File: src/stream_cfg.svh
`ifndef STREAM_CFG_SVH
`define STREAM_CFG_SVH

// ======================================================================
// Stream merger sizing
// ======================================================================

// Payload word width carried by every beat
`define STREAM_DATA_W 32

// Input queue depth per channel
// Must stay a power of two, the queue pointers wrap naturally
`define STREAM_Q_DEPTH 8

// Skid buffer depth behind each latency bridge
`define STREAM_SKID_DEPTH 4

// Output buffer depth in the round-robin merger
// Two entries keep one beat per cycle with out_ready high
`define STREAM_OUT_DEPTH 2

`endif

File: src/stream_beat_pkg.sv
`include "stream_cfg.svh"

package stream_beat_pkg;

        // ==============================================================
        // Beat formats on the channel and output streams
        // ==============================================================

        // One channel beat, data word plus end-of-packet marker
        typedef struct packed {
                logic [`STREAM_DATA_W-1:0] data;
                logic                      last;
        } beat_t;

        // Merged output beat
        // chan names the input channel that supplied the beat
        typedef struct packed {
                beat_t beat;
                logic  chan;
        } merged_beat_t;

endpackage

File: src/stream_status_pkg.sv
package stream_status_pkg;

        // ==============================================================
        // Fill and status reporting
        // ==============================================================

        // Per-channel fill report, 8 bits
        typedef struct packed {
                // Words waiting in the input queue
                logic [3:0] q_level;
                // Beats parked in the bridge skid buffer
                logic [2:0] bridge_occ;
                // Queue full, producer must hold off
                logic       full;
        } chan_status_t;

        // Whole subsystem status
        // Index 0 and 1 follow the channel numbers
        typedef struct packed {
                chan_status_t [1:0] chan;
                logic [1:0]         out_count;
        } merge_status_t;

endpackage

File: src/reg_read_queue.sv
`timescale 1ns/100ps

module reg_read_queue #(
        parameter type payload_t = logic [31:0],
        parameter int  DEPTH     = 8
) (
        input  logic                   clk,
        input  logic                   rst_n,
        // Producer side
        input  logic                   wr_en,
        input  payload_t               wr_beat,
        output logic                   full,
        output logic [$clog2(DEPTH):0] level,
        // Registered read side, data one cycle after rd_en
        input  logic                   rd_en,
        output payload_t               rd_beat,
        output logic                   not_empty
);

        localparam int AW = $clog2(DEPTH);

        payload_t      mem [DEPTH];
        logic [AW-1:0] wr_ptr;
        logic [AW-1:0] rd_ptr;
        logic          wr_ok;

        // ==============================================================
        // Flags
        // ==============================================================

        // Strobe while full is dropped here
        assign wr_ok     = wr_en && !full;
        // Both flags come straight from the level register
        assign full      = (level == (AW+1)'(DEPTH));
        assign not_empty = (level != '0);

        // ==============================================================
        // Pointers and fill counter
        // ==============================================================

        always_ff @(posedge clk or negedge rst_n) begin
                if (!rst_n) begin
                        wr_ptr <= '0;
                        rd_ptr <= '0;
                        level  <= '0;
                end else begin
                        // Pointers wrap on their own, DEPTH is a power of two
                        if (wr_ok) begin
                                wr_ptr <= wr_ptr + 1'b1;
                        end
                        if (rd_en) begin
                                rd_ptr <= rd_ptr + 1'b1;
                        end
                        case ({wr_ok, rd_en})
                                2'b10:   level <= level + 1'b1;
                                2'b01:   level <= level - 1'b1;
                                default: level <= level;
                        endcase
                end
        end

        // ==============================================================
        // Storage and read register
        // ==============================================================

        always_ff @(posedge clk) begin
                if (wr_ok) begin
                        mem[wr_ptr] <= wr_beat;
                end
                // Head word lands in the output register on the strobe
                if (rd_en) begin
                        rd_beat <= mem[rd_ptr];
                end
        end

        // Consumer must only strobe a queue that holds data
        a_no_read_when_empty : assert property (
                @(posedge clk) disable iff (!rst_n)
                rd_en |-> not_empty
        );

endmodule

File: src/skid_fifo.sv
`timescale 1ns/100ps

module skid_fifo #(
        parameter type payload_t = logic [31:0],
        parameter int  DEPTH     = 4
) (
        input  logic                   clk,
        input  logic                   rst_n,
        // Write side
        input  logic                   wr_valid,
        output logic                   wr_ready,
        input  payload_t               wr_data,
        // Read side, head visible without a read strobe
        output logic                   rd_valid,
        input  logic                   rd_ready,
        output payload_t               rd_data,
        output logic [$clog2(DEPTH):0] count
);

        // DEPTH of two or more
        localparam int AW = $clog2(DEPTH);
        localparam int CW = AW + 1;

        payload_t      mem [DEPTH];
        logic [AW-1:0] wr_ptr;
        logic [AW-1:0] rd_ptr;
        logic          wr_fire;
        logic          rd_fire;

        // ==============================================================
        // Handshake
        // ==============================================================

        assign wr_ready = (count < CW'(DEPTH));
        assign rd_valid = (count != '0);
        // Fall-through head
        assign rd_data  = mem[rd_ptr];
        assign wr_fire  = wr_valid && wr_ready;
        assign rd_fire  = rd_valid && rd_ready;

        always_ff @(posedge clk or negedge rst_n) begin
                if (!rst_n) begin
                        wr_ptr <= '0;
                        rd_ptr <= '0;
                        count  <= '0;
                end else begin
                        // Explicit wrap, depth need not be a power of two
                        if (wr_fire) begin
                                wr_ptr <= (wr_ptr == AW'(DEPTH-1)) ? '0 : wr_ptr + 1'b1;
                        end
                        if (rd_fire) begin
                                rd_ptr <= (rd_ptr == AW'(DEPTH-1)) ? '0 : rd_ptr + 1'b1;
                        end
                        case ({wr_fire, rd_fire})
                                2'b10:   count <= count + 1'b1;
                                2'b01:   count <= count - 1'b1;
                                default: count <= count;
                        endcase
                end
        end

        always_ff @(posedge clk) begin
                if (wr_fire) begin
                        mem[wr_ptr] <= wr_data;
                end
        end

        // Occupancy bounded by the storage over the whole run
        a_count_in_range : assert property (
                @(posedge clk) disable iff (!rst_n)
                count <= CW'(DEPTH)
        );

endmodule

File: src/stream_latency_bridge.sv
`timescale 1ns/100ps

`include "stream_cfg.svh"

module stream_latency_bridge #(
        parameter int DEPTH = `STREAM_SKID_DEPTH
) (
        input  logic                   clk,
        input  logic                   rst_n,
        // Upstream registered-read queue
        input  logic                   s_valid,
        output logic                   s_ready,
        input  stream_beat_pkg::beat_t s_beat,
        // Downstream valid/ready stream
        output logic                   m_valid,
        input  logic                   m_ready,
        output stream_beat_pkg::beat_t m_beat,
        // Beats held in the skid buffer
        output logic [2:0]             occupancy
);

        import stream_beat_pkg::*;

        localparam int CW = $clog2(DEPTH) + 1;

        logic          drain_ip;
        logic          skid_wr_ready;
        logic [CW-1:0] skid_count;
        logic [CW-1:0] pending;
        logic          room;
        logic          leaving;

        // ==============================================================
        // Room rule
        // ==============================================================

        // Beat in flight from the queue is still owed a slot
        assign pending = skid_count + {{(CW-1){1'b0}}, drain_ip};
        assign room    = (pending < CW'(DEPTH));
        // A beat leaving this cycle frees the slot for the next accept
        assign leaving = m_valid && m_ready;
        // Read strobe only toward a queue that holds data
        assign s_ready = s_valid && (room || leaving);

        // Accept now, queue data shows up next cycle
        always_ff @(posedge clk or negedge rst_n) begin
                if (!rst_n) begin
                        drain_ip <= 1'b0;
                end else begin
                        drain_ip <= s_valid && s_ready;
                end
        end

        // ==============================================================
        // Skid buffer
        // ==============================================================

        skid_fifo #(
                .payload_t (beat_t),
                .DEPTH     (DEPTH)
        ) i_skid (
                .clk      (clk),
                .rst_n    (rst_n),
                .wr_valid (drain_ip),
                .wr_ready (skid_wr_ready),
                .wr_data  (s_beat),
                .rd_valid (m_valid),
                .rd_ready (m_ready),
                .rd_data  (m_beat),
                .count    (skid_count)
        );

        assign occupancy = 3'(skid_count);

        // Room rule guarantees the in-flight beat always finds a slot
        a_skid_no_overflow : assert property (
                @(posedge clk) disable iff (!rst_n)
                drain_ip |-> skid_wr_ready
        );

endmodule

File: src/stream_merge_top.sv
`timescale 1ns/100ps

`include "stream_cfg.svh"

module stream_merge_top (
        input  logic                            clk,
        input  logic                            rst_n,
        // Producer writes, one strobe per channel
        input  logic [1:0]                      wr_en,
        input  stream_beat_pkg::beat_t [1:0]    wr_beat,
        output logic [1:0]                      full,
        // Merged output stream
        output logic                            out_valid,
        input  logic                            out_ready,
        output stream_beat_pkg::merged_beat_t   out_beat,
        output stream_status_pkg::merge_status_t status
);

        import stream_beat_pkg::*;
        import stream_status_pkg::*;

        localparam int LW = $clog2(`STREAM_Q_DEPTH) + 1;

        // Queue to bridge
        logic [1:0]          not_empty;
        logic [1:0]          rd_en;
        beat_t [1:0]         rd_beat;
        logic [1:0][LW-1:0]  q_level;
        // Bridge to merger
        logic [1:0]          m_valid;
        logic [1:0]          m_ready;
        beat_t [1:0]         m_beat;
        logic [1:0][2:0]     occupancy;
        logic [1:0]          out_count;
        chan_status_t [1:0]  chan_stat;

        // ==============================================================
        // Per-channel queue and bridge
        // ==============================================================

        for (genvar i = 0; i < 2; i++) begin : g_chan
                reg_read_queue #(
                        .payload_t (beat_t),
                        .DEPTH     (`STREAM_Q_DEPTH)
                ) i_queue (
                        .clk       (clk),
                        .rst_n     (rst_n),
                        .wr_en     (wr_en[i]),
                        .wr_beat   (wr_beat[i]),
                        .full      (full[i]),
                        .level     (q_level[i]),
                        .rd_en     (rd_en[i]),
                        .rd_beat   (rd_beat[i]),
                        .not_empty (not_empty[i])
                );

                stream_latency_bridge #(
                        .DEPTH (`STREAM_SKID_DEPTH)
                ) i_bridge (
                        .clk       (clk),
                        .rst_n     (rst_n),
                        .s_valid   (not_empty[i]),
                        .s_ready   (rd_en[i]),
                        .s_beat    (rd_beat[i]),
                        .m_valid   (m_valid[i]),
                        .m_ready   (m_ready[i]),
                        .m_beat    (m_beat[i]),
                        .occupancy (occupancy[i])
                );

                // Fill report for this channel
                assign chan_stat[i] = '{q_level: q_level[i], bridge_occ: occupancy[i],
                                        full: full[i]};
        end

        // ==============================================================
        // Merger and status
        // ==============================================================

        stream_rr_merge i_merge (
                .clk       (clk),
                .rst_n     (rst_n),
                .in_valid  (m_valid),
                .in_ready  (m_ready),
                .in_beat   (m_beat),
                .out_valid (out_valid),
                .out_ready (out_ready),
                .out_beat  (out_beat),
                .out_count (out_count)
        );

        assign status = '{chan: chan_stat, out_count: out_count};

endmodule

File: src/stream_rr_merge.sv
`timescale 1ns/100ps

`include "stream_cfg.svh"

module stream_rr_merge (
        input  logic                          clk,
        input  logic                          rst_n,
        // Two bridged channel streams
        input  logic [1:0]                    in_valid,
        output logic [1:0]                    in_ready,
        input  stream_beat_pkg::beat_t [1:0]  in_beat,
        // Tagged output stream
        output logic                          out_valid,
        input  logic                          out_ready,
        output stream_beat_pkg::merged_beat_t out_beat,
        output logic [1:0]                    out_count
);

        import stream_beat_pkg::*;

        logic         last_grant;
        logic         sel;
        logic [1:0]   grant;
        logic         push_ready;
        merged_beat_t push_beat;

        // ==============================================================
        // Round-robin select
        // ==============================================================

        always_comb begin
                // Contention goes to the channel that lost last time
                if (in_valid == 2'b11) begin
                        sel = ~last_grant;
                end else begin
                        sel = in_valid[1];
                end
                grant = 2'b00;
                if (|in_valid) begin
                        grant[sel] = 1'b1;
                end
        end

        // One-hot grant, qualified by output room
        assign in_ready = grant & {2{push_ready}};

        // Tag the winning beat with its channel
        assign push_beat.beat = in_beat[sel];
        assign push_beat.chan = sel;

        // Reset value makes channel 0 win the first contention
        always_ff @(posedge clk or negedge rst_n) begin
                if (!rst_n) begin
                        last_grant <= 1'b1;
                end else if (|in_ready) begin
                        last_grant <= sel;
                end
        end

        // ==============================================================
        // Output buffer
        // ==============================================================

        skid_fifo #(
                .payload_t (merged_beat_t),
                .DEPTH     (`STREAM_OUT_DEPTH)
        ) i_out_fifo (
                .clk      (clk),
                .rst_n    (rst_n),
                .wr_valid (|in_valid),
                .wr_ready (push_ready),
                .wr_data  (push_beat),
                .rd_valid (out_valid),
                .rd_ready (out_ready),
                .rd_data  (out_beat),
                .count    (out_count)
        );

        // Only one bridge may hand over a beat per cycle
        a_single_grant : assert property (
                @(posedge clk) disable iff (!rst_n)
                !(&in_ready)
        );

endmodule

File: config.mk
export PLATFORM = sky130hd
export DESIGN_NAME = stream_merge_top
export DESIGN_NICKNAME = d
export VERILOG_FILES = /design/src/stream_beat_pkg.sv /design/src/stream_status_pkg.sv /design/src/reg_read_queue.sv /design/src/skid_fifo.sv /design/src/stream_latency_bridge.sv /design/src/stream_merge_top.sv /design/src/stream_rr_merge.sv
export VERILOG_INCLUDE_DIRS = /design/src
export SDC_FILE = /design/constraint.sdc
export NUM_CORES = 1
export LEC_CHECK = 0
export BUFFER_PORTS_ARGS = -buffer_cell sky130_fd_sc_hd__buf_4
export CORE_MARGIN = 4
export CORE_UTILIZATION = 50
export CTS_CLUSTER_DIAMETER = 50
export DETAILED_ROUTE_END_ITERATION = 12
export GPL_ROUTABILITY_DRIVEN = 1
export PLACE_DENSITY = 0.72
export SLEW_MARGIN = 30
export SYNTH_ARGS = -nofsm -noshare
export SYNTH_HDL_FRONTEND = slang
export SYNTH_SLANG_ARGS = --single-unit
File: constraint.sdc
create_clock -name clk -period 4.8 [get_ports clk]
set_clock_uncertainty 0.05 [all_clocks]
set_input_delay 0.48 -clock clk [delete_from_list [all_inputs] [get_ports clk]]
set_output_delay 0.48 -clock clk [all_outputs]
set_load 0.01 [all_outputs]
==> flow_summary.ini <==
[status]
outcome = complete, no violations

[critical_path]
cp-start-kind = register
crit_fanout = 35
cp-startpoint = g_chan[0].i_bridge.i_skid.count[0]$_DFFE_PN0P_
critical_path_class = reg2reg
cp-end-kind = register
r2r_start = g_chan[0].i_bridge.i_skid.count[0]$_DFFE_PN0P_
worst_ep_arrival_time_ps = 3610
rrSetupSlack_ps = 1690
worstPathRequired_ps = 5300

[drt]
finalWirelength_mm = 67.01
viasPerCell = 5.613
drc = 0
antenna_left = 0
dr.pass1.iters = 5
first_iter_violations = 1249
vias = 15835
wl_per_cell_um = 23.75

[finish]
layout-drive-gt1-share_pct = 36.34
fin_util_pct = 58.75
area_growth_pct = 15.78
nNetsFinal = 1891
antenna_cells = 0

[timing]
drv_slew = 0
hold_viol = 0
tightestPinTransition_ps = 924.3
fin_crit_ps = 3107
rsz0062_at_grt = false
setup_viol = 0
fin_tns_setup_ps = 0
fin_ws_ps = 1693
slew_headroom_pct = 38.23
clock.fmax_mhz = 321.9
hold_slack_ps = 41.50
min_period_over_period_pct = 64.72

[clocking]
clk_pin_slew_worst_paths_ps = 60
cts_resized = 0
post_cts_buffers = 0
clkSinkCount = 967
htreeDepth = 3
clock_latency_ps = 640
numCtsBuffers = 94
cts-root-buf = clkbuf_16
clk_path_buf_depth = 3
cts_tree = built

[global_routing]
grtUsageMet3_pct = 3.381
top_usage_layer = met2
grt_pass1_wl_mm = 104.0
grt_max_degree = 45
grtUsageMet1_pct = 24.77
use_met2_pct = 28.68
grt_pass1_vias = 16829
antenna_found_initial = 0
grt-ovfl-total = 0
grt.total_usage_pct = 17.57

[synthesis]
synth_cell_types = 45
yosysTopAreaCellShare_pct = 76.13
yosysMostFrequentCell = edfxtp_1
synth_area_per_cell_um2 = 23.52
synth_edf_count = 926
ys_top_cells_by_area = edfxtp_1, mux4_2, mux2_2
yosys_warnings = 0
syn_inst = 1553
synth_area_um2 = 36530
synthesis.nets = 1649
ys_ff_latch = 967
synth-main-ff-cell = edfxtp_1
yosysTopAreaCell = edfxtp_1
synth_common_cells = edfxtp_1, mux4_2, mux2_2, dfrtp_1, clkbuf_1
ys_seq_area_share_pct = 78.94
synth-async-reset-ratio_pct = 4.240

[place]
io_buffers = 125
place_ws_ps = 1736
place_congestion = 0.7309
hpwlAfterDp_mm = 39.54

[die]
dieWidth_um = 278.3
rows = 98
dieHeight_um = 278.3
start_util_pct = 50.75
ios = 126
core_region_area_um2 = 71980
dieArea_um2 = 77440

[pwr]
ir_drop_mv = 0.4647
power_leakage_nw = 13.92
power_w = 0.02855
power_density_nw_per_um2 = 675.2

[hold_path]
hp-start = wr_beat[15]
min_path_type = in2reg

[flow_run]
maxCapViolCount = 0
layout make-up:
cell class / count / area (µm²)
multi-input cells: 501 / 7390
flip-flops and latches: 967 / 28850
clock buffers: 113 / 2466
well taps: 950 / 1189
repair buffers: 213 / 1789
clock inverters: 59 / 535.5
inverters: 18 / 67.56
fillers: 4962 / 29690
layer usage:
metal,wire length (µm),up-vias
met5,0,-
met1,28090,8438
met2,34170,400
li1,-,6934
met3,3642,63
met4,1100,0
logic make-up after synthesis:
group / Yosys count / synth area share, %
adders and majority gates: 25 / 0.8975
muxes: 342 / 16.68
buffers and inverters: 85 / 1.154
xor gates and xnor gates: 30 / 0.7194
DFF: 967 / 78.94
and+or+nand+nor: 83 / 1.172
AOI/OAI and AO/OA: 21 / 0.4317
path summary, 6_finish.rpt:
kind / depth (start not counted) / to
max: 10 / g_chan[1].i_queue.level[3]$_DFFE_PN0P_
min: 1 / g_chan[0].i_queue.mem[7][15]$_DFFE_PP_
max reg2reg: 10 / g_chan[1].i_queue.level[3]$_DFFE_PN0P_
min reg2reg: 1 / g_chan[1].i_queue.rd_ptr[2]$_DFFE_PN0P_
max in group asynchronous: 2 / g_chan[0].i_queue.rd_ptr[0]$_DFFE_PN0P_
min in group asynchronous: 2 / g_chan[1].i_queue.level[2]$_DFFE_PN0P_
worst max-delay path: stages, from the launching register on:
cell	delay (ps)
dfrtp_1	440
or3_4	430
a211oi_4	370
o21bai_2	160
inv_1	100
buf_4	430
ha_1	340
nand2b_1	80
a211o_1	290
a31oi_1	160
xor2_1	170
power by group:
group / total, W / switching, W / internal [W]
Combinational: 0.00783 / 0.00398 / 0.00385
Clock: 0.00712 / 0.00301 / 0.00411
Sequential: 0.0136 / 0.00131 / 0.0123
Total: 0.0286 / 0.00831 / 0.0202
state kept, by name, indices dropped and copies added, names as in the netlist:
name and flops:
g_chan.i_queue.rd_ptr 6, g_chan.i_bridge.i_skid.rd_ptr 4, g_chan.i_queue.rd_beat 66, g_chan.i_bridge.i_skid.wr_ptr 4, i_merge.last_grant 1, g_chan.i_bridge.i_skid.mem 264
i_merge.i_out_fifo.count 2, g_chan.i_queue.level 8, i_merge.i_out_fifo.wr_ptr 1, g_chan.i_bridge.drain_ip 2, i_merge.i_out_fifo.mem 68, g_chan.i_queue.mem 528
g_chan.i_bridge.i_skid.count 6, g_chan.i_queue.wr_ptr 6, i_merge.i_out_fifo.rd_ptr 1
layout by cell type, fill, tap and decap left out, drive strengths merged, types with 2 or more instances in the layout:
cell type    Yosys  layout
a31oi            2       2
nor4             2       2
nor2            21      21
a21boi           2       2
o21ai            7       7
nor2b            3       3
mux2i            2       2
edfxtp         926     926
or3              3       3
dlygate4sd3      0      41
nand3            2       2
nand2b           8       8
buf             36     172
nand3b           2       2
clkinvlp         0       4
mux4           198     198
bufinv           0       8
nand4            2       2
and2            11      11
dfrtp           40      40
clkinv           0      39
a211o            2       2
mux2           142     142
clkbuf          31     113
a21oi            2       2
xor2            16      16
nand2           17      17
inv             18      26
ha              23      23
nor3            10      10
xnor2           14      14
fa               2       2
stage by stage:
stage          cell area [µm²]  std cells
6_report                 42290       2821
5_1_grt                  42290       2821
4_1_cts                  42260       2820
3_5_place_dp             38850       2607
3_3_place_gp             38750       2603
2_1_floorplan            36530       1553
repair_timing:
item	4_1_cts	5_1_grt
hold endpoints to repair	308	0
hold buffers	41	0
endpoints found under the setup margin	0	0
Power figures use the tool's default switching activity.
